--- config.mk ---
export PLATFORM = sky130hd
export DESIGN_NAME = csr_stage
export DESIGN_NICKNAME = d
export VERILOG_FILES = /design/src/design/csr_pkg.sv /design/src/design/csr_stage.sv
export VERILOG_INCLUDE_DIRS = /design/src /design/src/design
export SDC_FILE = /design/constraint.sdc
export NUM_CORES = 1
export LEC_CHECK = 0
export ABC_AREA = 0
export ABC_CLOCK_PERIOD_IN_PS = 1800
export BUFFER_PORTS_ARGS = -buffer_cell sky130_fd_sc_hd__buf_4
export CAP_MARGIN = 5
export CORE_MARGIN = 4
export CORE_UTILIZATION = 25
export CTS_CLUSTER_DIAMETER = 40
export CTS_CLUSTER_SIZE = 16
export DETAILED_ROUTE_END_ITERATION = 7
export SYNTH_ARGS = -nofsm -noshare
export SYNTH_HDL_FRONTEND = slang
export SYNTH_SLANG_ARGS = --single-unit
--- constraint.sdc ---
create_clock -name clk -period 1.8 [get_ports clk]
set_input_delay 0 -clock clk [delete_from_list [all_inputs] [get_ports clk]]
set_output_delay 0 -clock clk [all_outputs]
set_load 0.05 [all_outputs]
--- src/design/csr_params.svh ---
`ifndef CSR_PARAMS_SVH
`define CSR_PARAMS_SVH

// Data path width of the RV32 core.
`define CSR_XLEN 32

// CSR address space as defined by the privileged ISA.
`define CSR_ADDR_W 12
`define CSR_DEPTH 4096

// Fixed machine-mode registers used by the stage.
`define CSR_MTVEC 12'h305
`define CSR_MCAUSE 12'h342

// Environment call from M-mode.
`define CSR_ECALL_CAUSE 11

`endif

--- src/design/csr_pkg.sv ---
`include "csr_params.svh"

package csr_pkg;

    // Command from decode.
    typedef enum logic [2:0] {
        CSR_X = 3'd0,   // No CSR access.
        CSR_W = 3'd1,
        CSR_S = 3'd2,
        CSR_C = 3'd3,
        CSR_E = 3'd4    // Environment call.
    } csr_cmd_e;

    // Address layout from the privileged spec.
    typedef struct packed {
        logic [1:0] access;   // 2'b11 marks the read-only space.
        logic [1:0] priv;
        logic [7:0] index;
    } csr_addr_fields_t;

    // The same address word seen as a storage index or as its fields.
    typedef union packed {
        logic [`CSR_ADDR_W-1:0] flat;
        csr_addr_fields_t       fields;
    } csr_addr_u;

endpackage

--- src/design/csr_stage.sv ---
`timescale 1ns/1ps
`include "csr_params.svh"

module csr_stage (
    input  logic                   clk,
    input  logic                   rst,
    input  logic                   branch_hazard,
    input  csr_pkg::csr_cmd_e      csr_cmd,
    input  logic [`CSR_XLEN-1:0]   op1_data,
    input  logic [`CSR_XLEN-1:0]   imm_i,
    input  logic [`CSR_XLEN-1:0]   stage_rword,
    input  logic [`CSR_XLEN-1:0]   mtvec_word,
    output csr_pkg::csr_addr_u     stage_raddr,
    output logic [`CSR_XLEN-1:0]   csr_rdata,
    output logic [`CSR_XLEN-1:0]   trap_vector,
    output logic                   wb_req_we,
    output logic [`CSR_ADDR_W-1:0] wb_req_addr,
    output logic [`CSR_XLEN-1:0]   wb_req_data
);
    import csr_pkg::*;

    csr_cmd_e             cmd;
    csr_cmd_e             save_cmd;
    csr_addr_u            save_addr;
    logic [`CSR_XLEN-1:0] save_op;
    logic                 read_only;
    logic                 bypass_hit;

    assign cmd = branch_hazard ? CSR_X : csr_cmd; // A hazard from write-back kills the access.

    // An ecall always targets mcause, everything else takes its address from the immediate.
    always_comb begin
        if (cmd == CSR_E) begin
            stage_raddr.flat = `CSR_MCAUSE;
        end else begin
            stage_raddr.flat = imm_i[`CSR_ADDR_W-1:0];
        end
    end

    // The previous command is still in flight when its address is read again.
    // Its result has not reached storage yet, so it is forwarded here.
    assign bypass_hit = wb_req_we && (wb_req_addr == stage_raddr.flat);

    always_ff @(posedge clk) begin
        if (rst) begin
            save_cmd <= CSR_X;
        end else begin
            save_cmd <= cmd;
        end
    end

    always_ff @(posedge clk) begin
        save_addr   <= stage_raddr;
        save_op     <= op1_data;
        csr_rdata   <= bypass_hit ? wb_req_data : stage_rword;
        trap_vector <= mtvec_word;
    end

    // Read-modify-write on the value that was returned to the pipeline.
    always_comb begin
        case (save_cmd)
            CSR_W:   wb_req_data = save_op;
            CSR_S:   wb_req_data = csr_rdata | save_op;
            CSR_C:   wb_req_data = csr_rdata & ~save_op;
            CSR_E:   wb_req_data = `CSR_ECALL_CAUSE;
            default: wb_req_data = csr_rdata;
        endcase
    end

    assign read_only   = (save_addr.fields.access == 2'b11);
    assign wb_req_we   = (save_cmd != CSR_X) && !read_only; // Writes to read-only CSRs are dropped.
    assign wb_req_addr = save_addr.flat;

    a_idle_after_rst: assert property (@(posedge clk) rst |=> !wb_req_we);

    // The host port forwards this request to storage without a second check.
    a_no_ro_commit: assert property (
        @(posedge clk) disable iff (rst)
        wb_req_we |-> (wb_req_addr[`CSR_ADDR_W-1 -: 2] != 2'b11)
    );

endmodule

Word-level counts from Yosys, hierarchy flattened --
Index checks and enable logic that the tools add are counted.
Cells by class: equality and inequality tests 7, mux-type cells 4, bitwise operators 3, reduce and logical (&&, ||, !) cells 4
Operator list (count):
- $pmux W32 S4 | 1
- $and A32 B32 Y32 | 1
- $mux W32 | 1
- $not A32 Y32 | 1
- $or A32 B32 Y32 | 1
- $eq A12 B12 Y1 | 1
- $mux W12 | 1
- $eq A3 B2 Y1 const B | 2
- $eq A3 B3 Y1 const B | 2
- $eq A3 B1 Y1 const B | 1
- $mux W3 | 1
- $reduce_bool A3 Y1 | 1
- $eq A2 B2 Y1 const B | 1
- $logic_and A1 B1 Y1 | 2
- $logic_not A1 Y1 | 1
Storage, ports and cells: register bits 111, output and inout port bits 121, word-level logic and storage cells 23

Logic depth before layout (Yosys ltp) --
word-level depth 6, gate-level depth with buffers 8, mapped depth without buffers 6

Least setup slack after synthesis --
Ideal clock, no wire load.
kind flip-flop to flip-flop, start point register save_cmd[1], end point register csr_rdata[11], arrival 2705 ps, required time 1734 ps, path slack -971 ps, cell stages (with the launch flop) 6, buffers on the path 2, period minus slack after synthesis 2771 ps, cells stage by stage dfxtp_1 clkbuf_1 buf_1 xnor2_1 a221oi_1 mux2_4
RTL lines:
- start: declaration | RTL line csr_stage.sv:23 | csr_cmd_e save_cmd;
- start signal: assignment | RTL line csr_stage.sv:48 | save_cmd <= cmd;
- $eq A3 B3 Y1 (tied with other cells) | RTL line csr_stage.sv:61 | case (save_cmd)
- $pmux W32 S4 * | RTL line csr_stage.sv:61
- via wb_req_data[11] | RTL line csr_stage.sv:18 | output logic [`CSR_XLEN-1:0] wb_req_data
- $mux W32 * | RTL line csr_stage.sv:55 | csr_rdata <= bypass_hit ? wb_req_data : stage_rword;
- end signal: assignment | RTL line csr_stage.sv:55
- end: declaration | RTL line csr_stage.sv:14 | output logic [`CSR_XLEN-1:0] csr_rdata,
The timed path passes the listed nets; every way through them passes the cells marked *. A chain may end at the register's enable or synchronous reset.

Final worst setup path --
start point register save_addr (netlist bit wb_req_addr[11]), end point register csr_rdata[17]
Between the ends: longest elaborated chain between the ends 5
RTL lines:
- start: declaration | RTL line csr_stage.sv:24 | csr_addr_u save_addr;
- start signal: assignment | RTL line csr_stage.sv:53 | save_addr <= stage_raddr;
- $eq A2 B2 Y1 | RTL line csr_stage.sv:70 | assign read_only = (save_addr.fields.access == 2'b11);
- $logic_not A1 Y1 | RTL line csr_stage.sv:71 | assign wb_req_we = (save_cmd != CSR_X) && !read_only;
- $logic_and A1 B1 Y1 | RTL line csr_stage.sv:71
- $logic_and A1 B1 Y1 * | RTL line csr_stage.sv:42 | assign bypass_hit = wb_req_we && (wb_req_addr == stage_raddr.flat);
- $mux W32 * | RTL line csr_stage.sv:55
Every way passes the cells marked *; elsewhere a longest branch is shown, timed or not.

==> metrics.csv <==
metric,value,unit
status,"finished, violations left",
violations,negative setup slack,
maxSlewViolCount,0,
area_growth,106,%
finClkSkew,0.00999,ns
worst_pin_slew,0.384,ns
drc,0,
cts_tree,yes,
period_minus_slack,1.83,ns
finalWeightedCongestion,0.771,
grt_pass1_vias,4613,
crit_buf_inv,2,
first_pass_iters,4,
setup_viol,19,
antenna_left,0,
antenna_found_initial,0,
viasPerCell,4.42,
grt_first_pass_wirelength,23200,µm
fill_cells,1405,
clockBufferDepth,2,
synth_warnings,0,
powerDensity,811,nW/µm²
cp.arrival,2.07,ns
synth_top_cell_area_share,54.1,%
ios,255,
drive_gt1_share,50.9,%
power_leakage,3.76,nW
synth_area_per_cell,11.5,µm²
rows,46,
netlist_area,4110,µm²
gr-usage-all-layers,16.0,%
fp.dieW,136,µm
hpwl,10000,µm
grt_max_degree,31,
synth-edff-count,0,
fp.dieH,136,µm
place.port_buffers,234,
path_max_fanout,18,
pre_cts_ws,-0.171,ns
yosysTopAreaCell,dfxtp_1,
fmax,545,MHz
dp_cells,812,
syn-instance-count,357,
timing.max_cap.violations,0,
final_common_cell,buf_4,
synthFlopType,dfxtp_1,
synth_area_leaders,"dfxtp_1 54%, mux2_4 11%, xnor2_1 7.0%, a221oi_1 6.2%, a21oi_1 3.7%",
rsz0062_at_grt,yes,
maxSlewHeadroom,74.4,%
crit_path_cell_trace,nor4bb_2 -> a31oi_1 -> o32ai_1 -> buf_4 -> nand4_4 -> buf_12 -> mux2_4,
globalRouteOverflowTotal,0,
fp.dieArea,18500,µm²
nets,858,
syn-num-nets,491,
drtIter0Drc,90,
clk_latency,0.35,ns
crit_path_end_kind,flip-flop,
cp_top_family,flip-flops,
diodes,0,
cts_max_level,3,
wl_per_cell,15.9,µm
worstPathRequired,2.04,ns
ys_ff_latch,111,
clock-sinks,111,
start_util,25.7,%
clkSlewWorstSetupHoldPaths,0.08,ns
numCtsBuffers,9,
yosysSeqAreaShare,54.1,%
ff2ff_setup_slack,-0.03,ns
hold_violations,0,
async_reset_ff_share,0,%
wl,15000,µm
hp-class,in -> reg,
mostFrequentLayoutCells,"228 x buf_4, 114 x dlygate4sd3_1, 103 x dfxtp_1, 33 x nand2_1, 33 x xnor2_1",
num_vias,4175,
slowest_delay,0.39,ns
finalCritPeriodShare,102,%
layout_setup_ws,-0.0348,ns
startpoint_type,flip-flop,
ir_drop,0.613,mV
critPathSlowestCell,dfxtp_2,
crit_type,reg -> reg,
core-area,16000,µm²
cts_root_buf,clkbuf_16,
synthDistinctLibCells,40,
instances_no_fill,945,
report_power, final:
group / leakage, nW / switching [mW] / internal (mW)
registers: 0.937 / 0.0920 / 2.59
logic: 2.66 / 1.17 / 0.930
clock network: 0.154 / 1.05 / 1.02
total: 3.76 / 2.31 / 4.54
tightest hold or removal path, cell delays in order:
cell,delay [ns]
buf_4,0.10
nor4b_4,0.05
buf_12,0.13
nor2_1,0.12
registers in the layout (all words and copies together), names as in the netlist:
| name | flops |
|---|---|
| save_op | 32 |
| wb_req_addr | 12 |
| trap_vector | 32 |
| save_cmd | 3 |
| csr_rdata | 32 |
cells in the mapped netlist, types with 3 or more instances:
cell      count
nor2b_1       7
and2_1        3
o21ai_0       5
inv_1         3
clkbuf_1     14
xnor2_1      33
buf_6         4
nand2_1      33
or2_2         4
a221o_1       3
mux2_2        5
nor2_1       11
a31oi_1       3
mux2_4       30
dfxtp_1     111
a21oi_1      30
a221oi_1     29
final timing paths:
| check | start | end | cells past startpoint |
|---|---|---|---|
| hold / removal | branch_hazard | wb_req_addr[2] | 4 |
| setup / recovery | wb_req_addr[11] | csr_rdata[17] | 7 |
| setup reg to reg | wb_req_addr[11] | csr_rdata[17] | 7 |
| hold reg to reg | csr_rdata[0] | csr_rdata[0] | 2 |
kinds of logic (layout without fill, tap and decap cells):
kind of cell	Yosys count	count (layout)	share of synthesized area, %
multiplexers	36	36	12.6
AO/OA/AOI/OAI	77	77	13.0
buffers and inverters	25	397	3.08
AND/OR/NAND/NOR	73	73	9.72
XOR/XNOR	35	35	7.47
flip-flops	111	111	54.1
routing by layer:
layer	global-route usage, %	share of wire [%]
met5	0	0
met4	6.55	2.4
met3	5.11	7.6
met2	28.9	53
met1	17.1	37
through the flow:
step / power, mW / setup TNS, ns / util (%) / hold WS, ns / cell area, µm²
6_report: 6.85 / -0.345 / 52.8 / 0.0939 / 8450
5_1_grt: 7.16 / -2.82 / 52.8 / 0.120 / 8450
4_1_cts: 6.86 / -0.486 / 51.5 / 0.0829 / 8250
3_5_place_dp: 4.55 / -4.95 / 42.0 / 0.106 / 6730
3_3_place_gp: 4.52 / -4.11 / 42.0 / 0.104 / 6730
2_1_floorplan: 3.90 / -8.89 / - / 0.0277 / 4580
final cells by class:
type	count	area [µm²]	area share [%]
Multi-Input combinational cell	221	2300	27.3
Clock inverter	7	93.8	1.11
Clock buffer	9	225	2.67
Sequential cell	111	2230	26.4
Inverter	4	16.3	0.193
Timing Repair Buffer	377	3310	39.1
Tap cell	216	270	3.20
what timing repair did:
item,4_1_cts,5_1_grt
hold buffers,114,0
buffers inserted,1,3
resized for setup,13,38
endpoints found under the setup margin,63,64
pin swaps,1,2
hold endpoints to repair,111,0
(Power assumes the default switching activity.)
