<file path="src/design/csr_params.svh">
`ifndef CSR_PARAMS_SVH
`define CSR_PARAMS_SVH

// Data path width of the RV32 core.
`define CSR_XLEN 32

// CSR address space as defined by the privileged ISA.
`define CSR_ADDR_W 12
`define CSR_DEPTH 4096

// Fixed machine-mode registers used by the stage.
`define CSR_MTVEC 12'h305
`define CSR_MCAUSE 12'h342

// Environment call from M-mode.
`define CSR_ECALL_CAUSE 11

`endif

</file>
<file path="src/design/csr_host_port.sv">
`timescale 1ns/1ps
`include "csr_params.svh"

module csr_host_port (
    input  logic                   clk,
    input  logic                   rst,
    input  logic                   wb_cyc,
    input  logic                   wb_stb,
    input  logic                   wb_we,
    input  logic [`CSR_ADDR_W-1:0] wb_adr,
    input  logic [`CSR_XLEN-1:0]   wb_dat_w,
    input  logic                   wb_req_we,
    input  logic [`CSR_ADDR_W-1:0] wb_req_addr,
    input  logic [`CSR_XLEN-1:0]   wb_req_data,
    input  logic [`CSR_XLEN-1:0]   host_rword,
    output logic [`CSR_XLEN-1:0]   wb_dat_r,
    output logic                   wb_ack,
    output logic [`CSR_ADDR_W-1:0] host_raddr,
    output logic                   file_we,
    output logic [`CSR_ADDR_W-1:0] file_waddr,
    output logic [`CSR_XLEN-1:0]   file_wdata
);

    logic acked;    // Set once the current strobe has been answered.
    logic host_go;

    // The pipeline cannot stall, so the host only gets a slot when no write-back is due.
    assign host_go = wb_cyc && wb_stb && !acked && !wb_req_we;

    assign host_raddr = wb_adr;

    // One write port, with the pipeline taking precedence.
    assign file_we    = wb_req_we || (host_go && wb_we);
    assign file_waddr = wb_req_we ? wb_req_addr : wb_adr;
    assign file_wdata = wb_req_we ? wb_req_data : wb_dat_w;

    always_ff @(posedge clk) begin
        if (rst) begin
            wb_ack <= 1'b0;
            acked  <= 1'b0;
        end else begin
            wb_ack <= host_go;
            if (host_go) begin
                acked <= 1'b1;
            end else if (!wb_stb) begin
                acked <= 1'b0; // The master has ended the strobe.
            end
        end
    end

    always_ff @(posedge clk) begin
        if (host_go && !wb_we) begin
            wb_dat_r <= host_rword;
        end
    end

    a_ack_requested: assert property (
        @(posedge clk) disable iff (rst)
        wb_ack |-> $past(wb_cyc && wb_stb)
    );

endmodule

</file>
<file path="config.mk">
export PLATFORM = sky130hd
export DESIGN_NAME = csr_host_port
export DESIGN_NICKNAME = d
export VERILOG_FILES = /design/src/design/csr_host_port.sv
export VERILOG_INCLUDE_DIRS = /design/src /design/src/design
export SDC_FILE = /design/constraint.sdc
export NUM_CORES = 1
export LEC_CHECK = 0
export BUFFER_PORTS_ARGS = -buffer_cell sky130_fd_sc_hd__buf_2
export CAP_MARGIN = 20
export CORE_AREA = 4 4 83 85
export CTS_CLUSTER_DIAMETER = 50
export CTS_CLUSTER_SIZE = 8
export DETAILED_ROUTE_END_ITERATION = 10
export DIE_AREA = 0 0 87 89
export GPL_TIMING_DRIVEN = 0
export PLACE_DENSITY = 0.72
export SLEW_MARGIN = 20
export SYNTH_ARGS = -nofsm -noshare
export SYNTH_HDL_FRONTEND = slang
export SYNTH_SLANG_ARGS = --single-unit
</file>
<file path="constraint.sdc">
create_clock -name clk -period 11.9 [get_ports clk]
set_clock_uncertainty 0.1 [all_clocks]
set_input_delay 2.38 -clock clk [delete_from_list [all_inputs] [get_ports clk]]
set_output_delay 2.38 -clock clk [all_outputs]
set_load 0.005 [all_outputs]
</file>
# Yosys cells after proc, flatten, opt, wreduce, memory -nomap -nowiden
# Index checks and enable logic that the tools add are counted.
# op_classes
eq_ne	1
mux	4
n_reduce_logical	9
# op_table
operator	count
2-to-1 mux 32 bit	1
2-to-1 mux 12 bit	1
logical AND 1 bit	5
zero test 1 bit	3
2-to-1 mux 1 bit	2
!= test 2 x 1 -> 1 bit (second input constant)	1
logical OR 1 bit	1
# word_totals
ff_bits	34
in_bits	126
out_inout_bits	90
word_cells	17

# Logic depth before layout (Yosys ltp)
# Gate-level depths: netlist of run 1.
# logic_depth
ltp_word	5
depth_mapped	3
depth_no_buf	2

# Worst setup path before layout of run 1
# OpenSTA, ideal clock, no wires.
# synth_path
path_kind	in2reg
from	input wb_req_we
to	register wb_dat_r[0] (enable)
setup_ns	0.501
arrival_time_ns	5.802
required_time_ns	11.299
setup_slack_ns	5.496
path_stages	3
path_buffers	2
path_cell_list	buf_6 -> buf_6 -> nor4_1
# synth_via
elab_chain_cells	3
# synth_lines
element	line	rtl
start: declaration	csr_host_port.sv:12	input logic wb_req_we,
zero test 1 bit	csr_host_port.sv:28	assign host_go = wb_cyc && wb_stb && !acked && !wb_req_we;
logical AND 1 bit	csr_host_port.sv:28	
logical AND 1 bit	csr_host_port.sv:52	if (host_go && !wb_we) begin
end signal: assignment	csr_host_port.sv:53	wb_dat_r <= host_rword;
end: declaration	csr_host_port.sv:16	output logic [`CSR_XLEN-1:0] wb_dat_r,
# No other way between the ends.
# A chain may end at the register's enable or synchronous reset.

# Final worst setup path of run 1
# layout_path
from	input wb_req_we
to	output file_wdata[11]
# layout_via
elab_chain_cells	1
# layout_lines
element	line	rtl
2-to-1 mux 32 bit	csr_host_port.sv:35	assign file_wdata = wb_req_we ? wb_req_data : wb_dat_w;
end: declaration	csr_host_port.sv:21	output logic [`CSR_XLEN-1:0] file_wdata
# No other way between the ends.

==> summary.txt, run 1 <==
Run status: finished clean
Sequential fraction of the synthesis area: 57.5%
Post-place setup slack: 6.27 ns
Hold Path Cell Cnt: 1
Post-synth cell types: 13
PD cells: 91.1 nW/µm²
CTS tree: built
GR Layer Usage met3: 5.99%
Worst Hold End: wb_ack$_SDFF_PP0_
Iteration-0 DRC Markers: 43
Area fraction of the dominant cell type after synthesis: 55.2%
Setup_tns: 0 ns
Global-route wire length before repair: 8.91 mm
Die footprint: 7740 µm²
Crit. End Element: output pin
Largest net degree at the start of global routing: 11
Antenna violations before repair: 0
Tot GR Track Use: 14.9%
Pre-antenna DRT Iters: 4
CP Buf/Inv Count: 3
Post-CTS setup buffer count: 0
DR WL/cell: 14.9 µm
Final hold vios: 0
Reg2Reg Setup Slack: 9.98 ns
Max IR drop VDD: 0.0788 mV
Post-CTS sizing: 0
Total chip power: 0.275 mW
Clock slew at reported path FFs: 0.06 ns
Worst Tran Pin Value: 0.539 ns
Most common cell in the netlist: edfxtp_1
Fin crit period: 5.62 ns
Vias per cell: 4.25
Beginning of the worst hold path: acked$_SDFFE_PP0P_
Core area: 6200 µm²
DP HPWL: 5.49 mm
Syn_nets: 229
Critical setup path kind: input port to output pin
Global route total overflow: 0
CTS root buf: clkbuf_8
Ant diodes: 0
Post-cts hold buffer count: 0
CTS max path bufs: 2
Worst setup SP type: input port
Layout Nets: 454
RSZ-0062 raised after global routing: false
Reg2reg end: wb_dat_r[16]$_DFFE_PP_
Share of cells above drive strength 1: 86.9%
GR met2 Demand/Resource: 27.5%
Die Wd: 87 µm
Crit-path slowest cell: mux2_4
Leakage power total: 1.56 nW
Final RePlAce weighted congestion: 0.805
Most common cell on crit path: buf_6
WHS: 0.374 ns
Post-synth EDFFs: 32
Crit path largest cell delay: 0.31 ns
Antenna-violating nets left: 0
Die Height: 89 µm
Slew Viols, Final: 0
Num Clock Sinks: 34
Final setup vio count: 0
Async SR Flop Fraction: 0%
Most used DFF post-synth: edfxtp_1
CP Data Required Time: 9.42 ns
Worst path cell trace: buf_6, buf_6, mux2_4, buf_2
Row count: 29
Syn avg cell area: 16.9 µm²
Syn Std Cell Area: 1740 µm²
Design Area, Final: 3020 µm²
Depth of the CTS H-tree: 2
Yosys reg bits: 34
Worst path arrival time: 3.14 ns
Top Ports: 216
Synth Instances: 103
Top delay family on crit path: buffers and inverters
Gr busiest metal: met2
Fmax achieved: 0.178 GHz
Worst-Skew Late Latency: 0.27 ns
Crit path max fanout: 10
Area Overhead vs Synth: 73.5%
Post-synth top cells: edfxtp_1, mux2_2, mux2_4
Slew headroom: 63.8%
Yosys warns: 0
R2R depth: 4
CTS Buf Count: 5
Post-Route WL: 6.07 mm
Max Cap Viol: 0
Worst Hold Class: flip-flop to flip-flop
Starting Density: 28.1%
Tcrit/Tclk final: 47.2%
Via count: 1725
Number of global-route vias before repair: 1871
Port bufs: 214
Post-synth top area cell: edfxtp_1
Met1 Use GR: 15.1%
Reg2reg start: acked$_SDFFE_PP0P_
Worst setup margin: 6.28 ns
# DRC: 0
Dominant cells by area after synthesis: edfxtp_1, mux2_2, mux2_4
Dpl cell area: 2940 µm²
[state kept, by name (all words and copies together) (netlist names)]
register,flops
wb_dat_r,32
acked,1
wb_ack,1
[power by group]
part | leakage (nW) | switching, mW | internal, mW
sequential | 0.307 | 0.000559 | 0.133
combinational | 1.21 | 0.0229 | 0.0418
clock | 0.0426 | 0.0365 | 0.0401
[cell families after synthesis]
logic type	count (synthesis)	synth area share (%)
AO/OA/AOI/OAI	2	0.862
buffers and inverters	18	7.90
flip-flops	34	57.5
multiplexers	44	32.1
AND/OR/NAND/NOR	5	1.65
[how the worst max path moves through the flow]
stage | startpoint | endpoint | slack [ns] | depth (start not counted)
after floorplan | wb_req_we | wb_dat_r[0]$_DFFE_PP_ | 5.50 | 3
after global placement | wb_req_we | wb_dat_r[28]$_DFFE_PP_ | 4.45 | 3
after detailed placement | wb_req_we | file_wdata[17] | 6.27 | 4
after CTS | wb_req_we | file_wdata[17] | 6.27 | 4
after global routing | wb_req_we | file_wdata[11] | 6.25 | 4
final | wb_req_we | file_wdata[11] | 6.28 | 4
[cells in the final DEF, fill, tap and decap left out]
master and instances:
buf_4 14, nand2_1 1, nand2b_1 2, inv_1 1, clkinv_1 1, clkbuf_8 5
a41o_1 1, buf_6 3, edfxtp_1 32, a21oi_1 1, dfxtp_1 2, mux2_4 17
clkinv_2 1, nor4_1 1, clkbuf_1 1, mux2_2 27, buf_2 218, nor4_2 1
[layer usage]
layer  routed length, µm  up-vias
met4                  69        0
li1                    -      829
met5                   0        -
met3                 863        6
met1                1980      765
met2                3150      125
[stage by stage]
| stage | cells | util, % |
|---|---|---|
| floorplan | 103 | - |
| global placement | 394 | 46.9 |
| detailed placement | 398 | 47.4 |
| CTS | 406 | 48.7 |
| global route | 406 | 48.7 |
| finish | 406 | 48.7 |
[area by class of cell]
type                            instances  area [µm²]
Tap cell                               77        96.3
Timing Repair Buffer                  218        1100
Fill cell                             571        3180
Sequential cell                        34        1000
Clock buffer                            6        72.6
Buffer                                 17         134
Multi-Input combinational cell         51         609
Inverter                                1        3.75
Clock inverter                          2        8.76
No activity file was read; power rests on OpenSTA's default activity.
==> run 2: changes to the inputs <==
Settings changed: CORE_AREA 4 4 83 85 to 4 4 81 83, DIE_AREA 0 0 87 89 to 0 0 85 87, PLACE_DENSITY 0.72 to 0.75.
Clock period 11.9 ns to 5.8 ns, I/O delays scaled along.
==> summary.txt, run 2 (synthesized netlist as in run 1, its figures left out) <==
Max Cap Viol: 0
Sw power: 0.122 mW
Non-Filler Instances: 406
Die Height: 87 µm
Post-CTS sizing: 0
Critical setup path kind: input port to output pin
Row count: 28
Design Area, Final: 3020 µm²
Switching portion of total power: 21.6%
Fmax achieved: 0.314 GHz
Leakage power total: 1.56 nW
Clock Power Share: 27.6%
Die Wd: 85 µm
Worst setup margin: 2.62 ns
Crit path largest cell delay: 0.31 ns
Number of global-route vias before repair: 1871
Post-Route WL: 6.21 mm
Crit-path slowest cell: mux2_4
Antenna violations before repair: 2
Final core utilization: 51.6%
Top delay family on crit path: buffers and inverters
Seq pwr share: 48.8%
Logic pwr share: 23.6%
Slew headroom: 56.9%
Vias per cell: 4.33
Slew Viols, Final: 0
Final RePlAce weighted congestion: 0.791
# DRC: 0
Largest registers: wb_dat_r (32), acked (1), wb_ack (1)
Placed cells: 396
Layout Nets: 454
Tot GR Track Use: 15.6%
CTS tree: built
Dpl cell area: 2940 µm²
Internal: 0.441 mW
Post-CTS setup buffer count: 0
Antenna-violating nets left: 0
Number of flip-flops in the largest register: 32
Setup_tns: 0 ns
Area Overhead vs Synth: 73.5%
Total chip power: 0.563 mW
Max IR drop VDD: 0.167 mV
Worst Tran Pin Value: 0.640 ns
WHS: 0.387 ns
CP Buf/Inv Count: 3
Final setup vio count: 0
Worst path cell trace: buf_6, buf_6, mux2_4, buf_2
DP HPWL: 5.62 mm
Global route total overflow: 0
CTS root buf: clkbuf_8
Global-route wire length before repair: 8.83 mm
Setup crit start: wb_req_we
Crit path max fanout: 10
RSZ-0062 raised after global routing: false
Fin crit period: 3.18 ns
# fillers: 514
CTS max path bufs: 2
Starting Density: 29.8%
Tcrit/Tclk final: 54.8%
Largest net degree at the start of global routing: 11
Most common cell on crit path: buf_6
Pre-antenna DRT Iters: 4
CTS Buf Count: 5
Num Clock Sinks: 34
Post-cts hold buffer count: 0
Biggest register: wb_dat_r
Port bufs: 214
Worst path arrival time: 1.92 ns
Via count: 1756
Run status: finished clean
Commonest non-fill, non-tap cell in the layout: buf_2
PD cells: 186 nW/µm²
Crit. End Element: output pin
Worst Hold Class: flip-flop to flip-flop
Core area: 5850 µm²
Final hold vios: 0
Post-place setup slack: 2.61 ns
Reg2reg start: acked$_SDFFE_PP0P_
Clock slew at reported path FFs: 0.06 ns
DR WL/cell: 15.3 µm
Iteration-0 DRC Markers: 36
Top Ports: 216
Commonest non-fill, non-tap cells in the layout: buf_2, edfxtp_1, mux2_2
CP Data Required Time: 4.54 ns
Worst setup SP type: input port
Worst-Skew Late Latency: 0.27 ns
Depth of the CTS H-tree: 2
Beginning of the worst hold path: acked$_SDFFE_PP0P_
Die footprint: 7400 µm²
Share of cells above drive strength 1: 86.9%
run 2: cell types whose count changed in the layout (fill, tap and decap cells not counted):
cell	before	now
diode_2	0	2
buf_4	14	13
buf_2	218	219
run 2: power by group through the flow:
stage | clock, mW | combinational (mW) | sequential, mW
2_1_floorplan | 0 | 0.0545 | 0.281
3_3_place_gp | 0 | 0.131 | 0.280
3_5_place_dp | 0 | 0.134 | 0.280
4_1_cts | 0.160 | 0.135 | 0.275
5_1_grt | 0.170 | 0.145 | 0.275
6_report | 0.155 | 0.133 | 0.275
run 2: routing by layer:
metal	part of all wire [%]	track usage (%)	wire length (µm)
met1	32	14.0	1960
met2	51	29.5	3190
met3	15	6.81	934
met4	2.0	7.91	124
met5	0	0	0
run 2: layout make-up:
| type | count | area, µm² | area share [%] |
|---|---|---|---|
| Timing Repair Buffer | 218 | 1090 | 36.2 |
| Multi-Input combinational cell | 51 | 609 | 20.2 |
| Inverter | 1 | 3.75 | 0.124 |
| Tap cell | 75 | 93.8 | 3.11 |
| Antenna cell | 2 | 5.00 | 0.166 |
| Clock buffer | 6 | 72.6 | 2.40 |
| Sequential cell | 34 | 1000 | 33.1 |
| Buffer | 17 | 134 | 4.43 |
| Clock inverter | 2 | 8.76 | 0.290 |
run 2: worst paths after layout:
path / to / slack [ns] / cells past startpoint
worst min register to register: wb_ack$_SDFF_PP0_ / 0.39 / 1
worst max register to register: wb_dat_r[19]$_DFFE_PP_ / 3.77 / 4
worst min-delay path: wb_ack$_SDFF_PP0_ / 0.39 / 1
worst max-delay path: file_wdata[11] / 2.62 / 4
==> run 3: changes to the inputs <==
Settings changed: CORE_AREA 4 4 81 83 to unset, CORE_MARGIN set to 4, CORE_UTILIZATION set to 29, DIE_AREA 0 0 85 87 to unset, PLACE_DENSITY 0.75 to 0.76.
Clock period 5.8 ns to 2.7 ns, I/O delays scaled along.
==> summary.txt, run 3 (synthesized netlist as in run 1, its figures left out) <==
Run status: finished clean
Dpl cell area: 2940 µm²
Worst setup SP type: input port
Hold Path Cell Cnt: 2
Slew Viols, Final: 0
Core area: 5680 µm²
PD cells: 400 nW/µm²
Worst Hold Class: input port to flip-flop
Antenna violations before repair: 3
CP Data Required Time: 2.58 ns
Port bufs: 214
Post-Route WL: 6.40 mm
Final setup vio count: 0
Worst path cell trace: buf_6, buf_6, nor4_4, buf_4, buf_6
# fillers: 528
Worst path arrival time: 1.99 ns
Depth of the CTS H-tree: 2
Num Clock Sinks: 34
CTS tree: built
Tot GR Track Use: 16.5%
Final hold vios: 0
Via count: 1744
Design Area, Final: 3030 µm²
Starting Density: 30.7%
Die Wd: 85.5 µm
Crit path largest cell delay: 0.66 ns
Max Cap Viol: 0
R2R depth: 3
Global route total overflow: 0
RSZ-0062 raised after global routing: false
Final RePlAce weighted congestion: 0.806
Most common cell on crit path: buf_6
Antenna-violating nets left: 0
Area Overhead vs Synth: 73.7%
Top Ports: 216
Top delay family on crit path: buffers and inverters
DR WL/cell: 15.9 µm
Commonest non-fill, non-tap cell in the layout: buf_2
CP Buf/Inv Count: 4
Global-route wire length before repair: 9.34 mm
Largest net degree at the start of global routing: 14
Clock slew at reported path FFs: 0.06 ns
Crit. End Element: flip-flop
Number of global-route vias before repair: 1919
Critical setup path kind: input port to flip-flop
Vias per cell: 4.34
CP Depth: 5
Pre-antenna DRT Iters: 4
Die Height: 85.5 µm
CTS max path bufs: 2
Largest registers: wb_dat_r (32), acked (1), wb_ack (1)
Slew headroom: 51.9%
Crit-path slowest cell: nor4_4
DP HPWL: 5.72 mm
CTS Buf Count: 5
Crit path max fanout: 13
Post-CTS setup buffer count: 0
Layout Nets: 452
Biggest register: wb_dat_r
Die footprint: 7310 µm²
Post-cts hold buffer count: 0
Post-CTS sizing: 0
Leakage power total: 1.55 nW
Row count: 27
Worst Tran Pin Value: 0.716 ns
Number of flip-flops in the largest register: 32
Share of cells above drive strength 1: 86.9%
Placed cells: 391
CTS root buf: clkbuf_8
Worst-Skew Late Latency: 0.27 ns
# DRC: 0
Iteration-0 DRC Markers: 41
Fin crit period: 2.11 ns
Non-Filler Instances: 402
Fmax achieved: 0.474 GHz
Tcrit/Tclk final: 78.1%
Commonest non-fill, non-tap cells in the layout: buf_2, edfxtp_1, mux2_2
Max IR drop VDD: 0.259 mV
[run 3: changes by cell type in the layout (fill, tap and decap cells not counted), sizes merged]
cell,before,now
diode,2,3
buf,235,233
[run 3: stage by stage]
step / total power [mW] / utilization (%) / worst slack (ns) / TNS (ns) / hold slack, ns
3_5_place_dp: 0.893 / 51.7 / 0.263 / 0 / 0.420
5_1_grt: 1.28 / 53.3 / 0.505 / 0 / 0.319
3_3_place_gp: 0.885 / 51.4 / -0.0881 / -2.76 / 0.400
2_1_floorplan: 0.722 / - / 0.216 / 0 / 0.380
4_1_cts: 1.23 / 53.2 / 0.554 / 0 / 0.330
6_report: 1.21 / 53.3 / 0.591 / 0 / 0.340
[run 3: final timing paths]
path                       from                endpoint  slack [ns]
min reg2reg  acked$_SDFFE_PP0P_       wb_ack$_SDFF_PP0_        0.41
min                         rst       wb_ack$_SDFF_PP0_        0.34
max                   wb_req_we  wb_dat_r[25]$_DFFE_PP_        0.59
max reg2reg  acked$_SDFFE_PP0P_  wb_dat_r[25]$_DFFE_PP_        0.78
[run 3: worst reg2reg max path: stages (launching register included)]
cell and delay (ns):
dfxtp_1 0.34, nor4_4 0.68, buf_4 0.34, buf_6 0.17
[run 3: area by class of cell]
cell class / instances / area, µm² / area share (%)
Multi-Input combinational cell: 51 / 618 / 20.4
Inverter: 1 / 3.75 / 0.124
Clock inverter: 2 / 8.76 / 0.289
Tap cell: 72 / 90.1 / 2.98
Antenna cell: 3 / 7.51 / 0.248
Timing Repair Buffer: 216 / 1090 / 36.0
Sequential cell: 34 / 1000 / 33.1
Buffer: 17 / 134 / 4.43
Clock buffer: 6 / 72.6 / 2.40
[run 3: where the power goes]
part	switching, mW	internal [mW]
clock network	0.155	0.177
registers	0.00249	0.588
logic	0.105	0.184
total	0.262	0.949
[run 3: per-layer routing]
metal | track usage, % | part of all wire (%) | routed length, µm | up-vias
li1 | - | - | - | 830
met1 | 16.6 | 33 | 2120 | 778
met2 | 29.5 | 52 | 3310 | 126
met3 | 6.72 | 14 | 866 | 10
met4 | 7.63 | 1.6 | 104 | 0
met5 | 0 | 0 | 0 | -
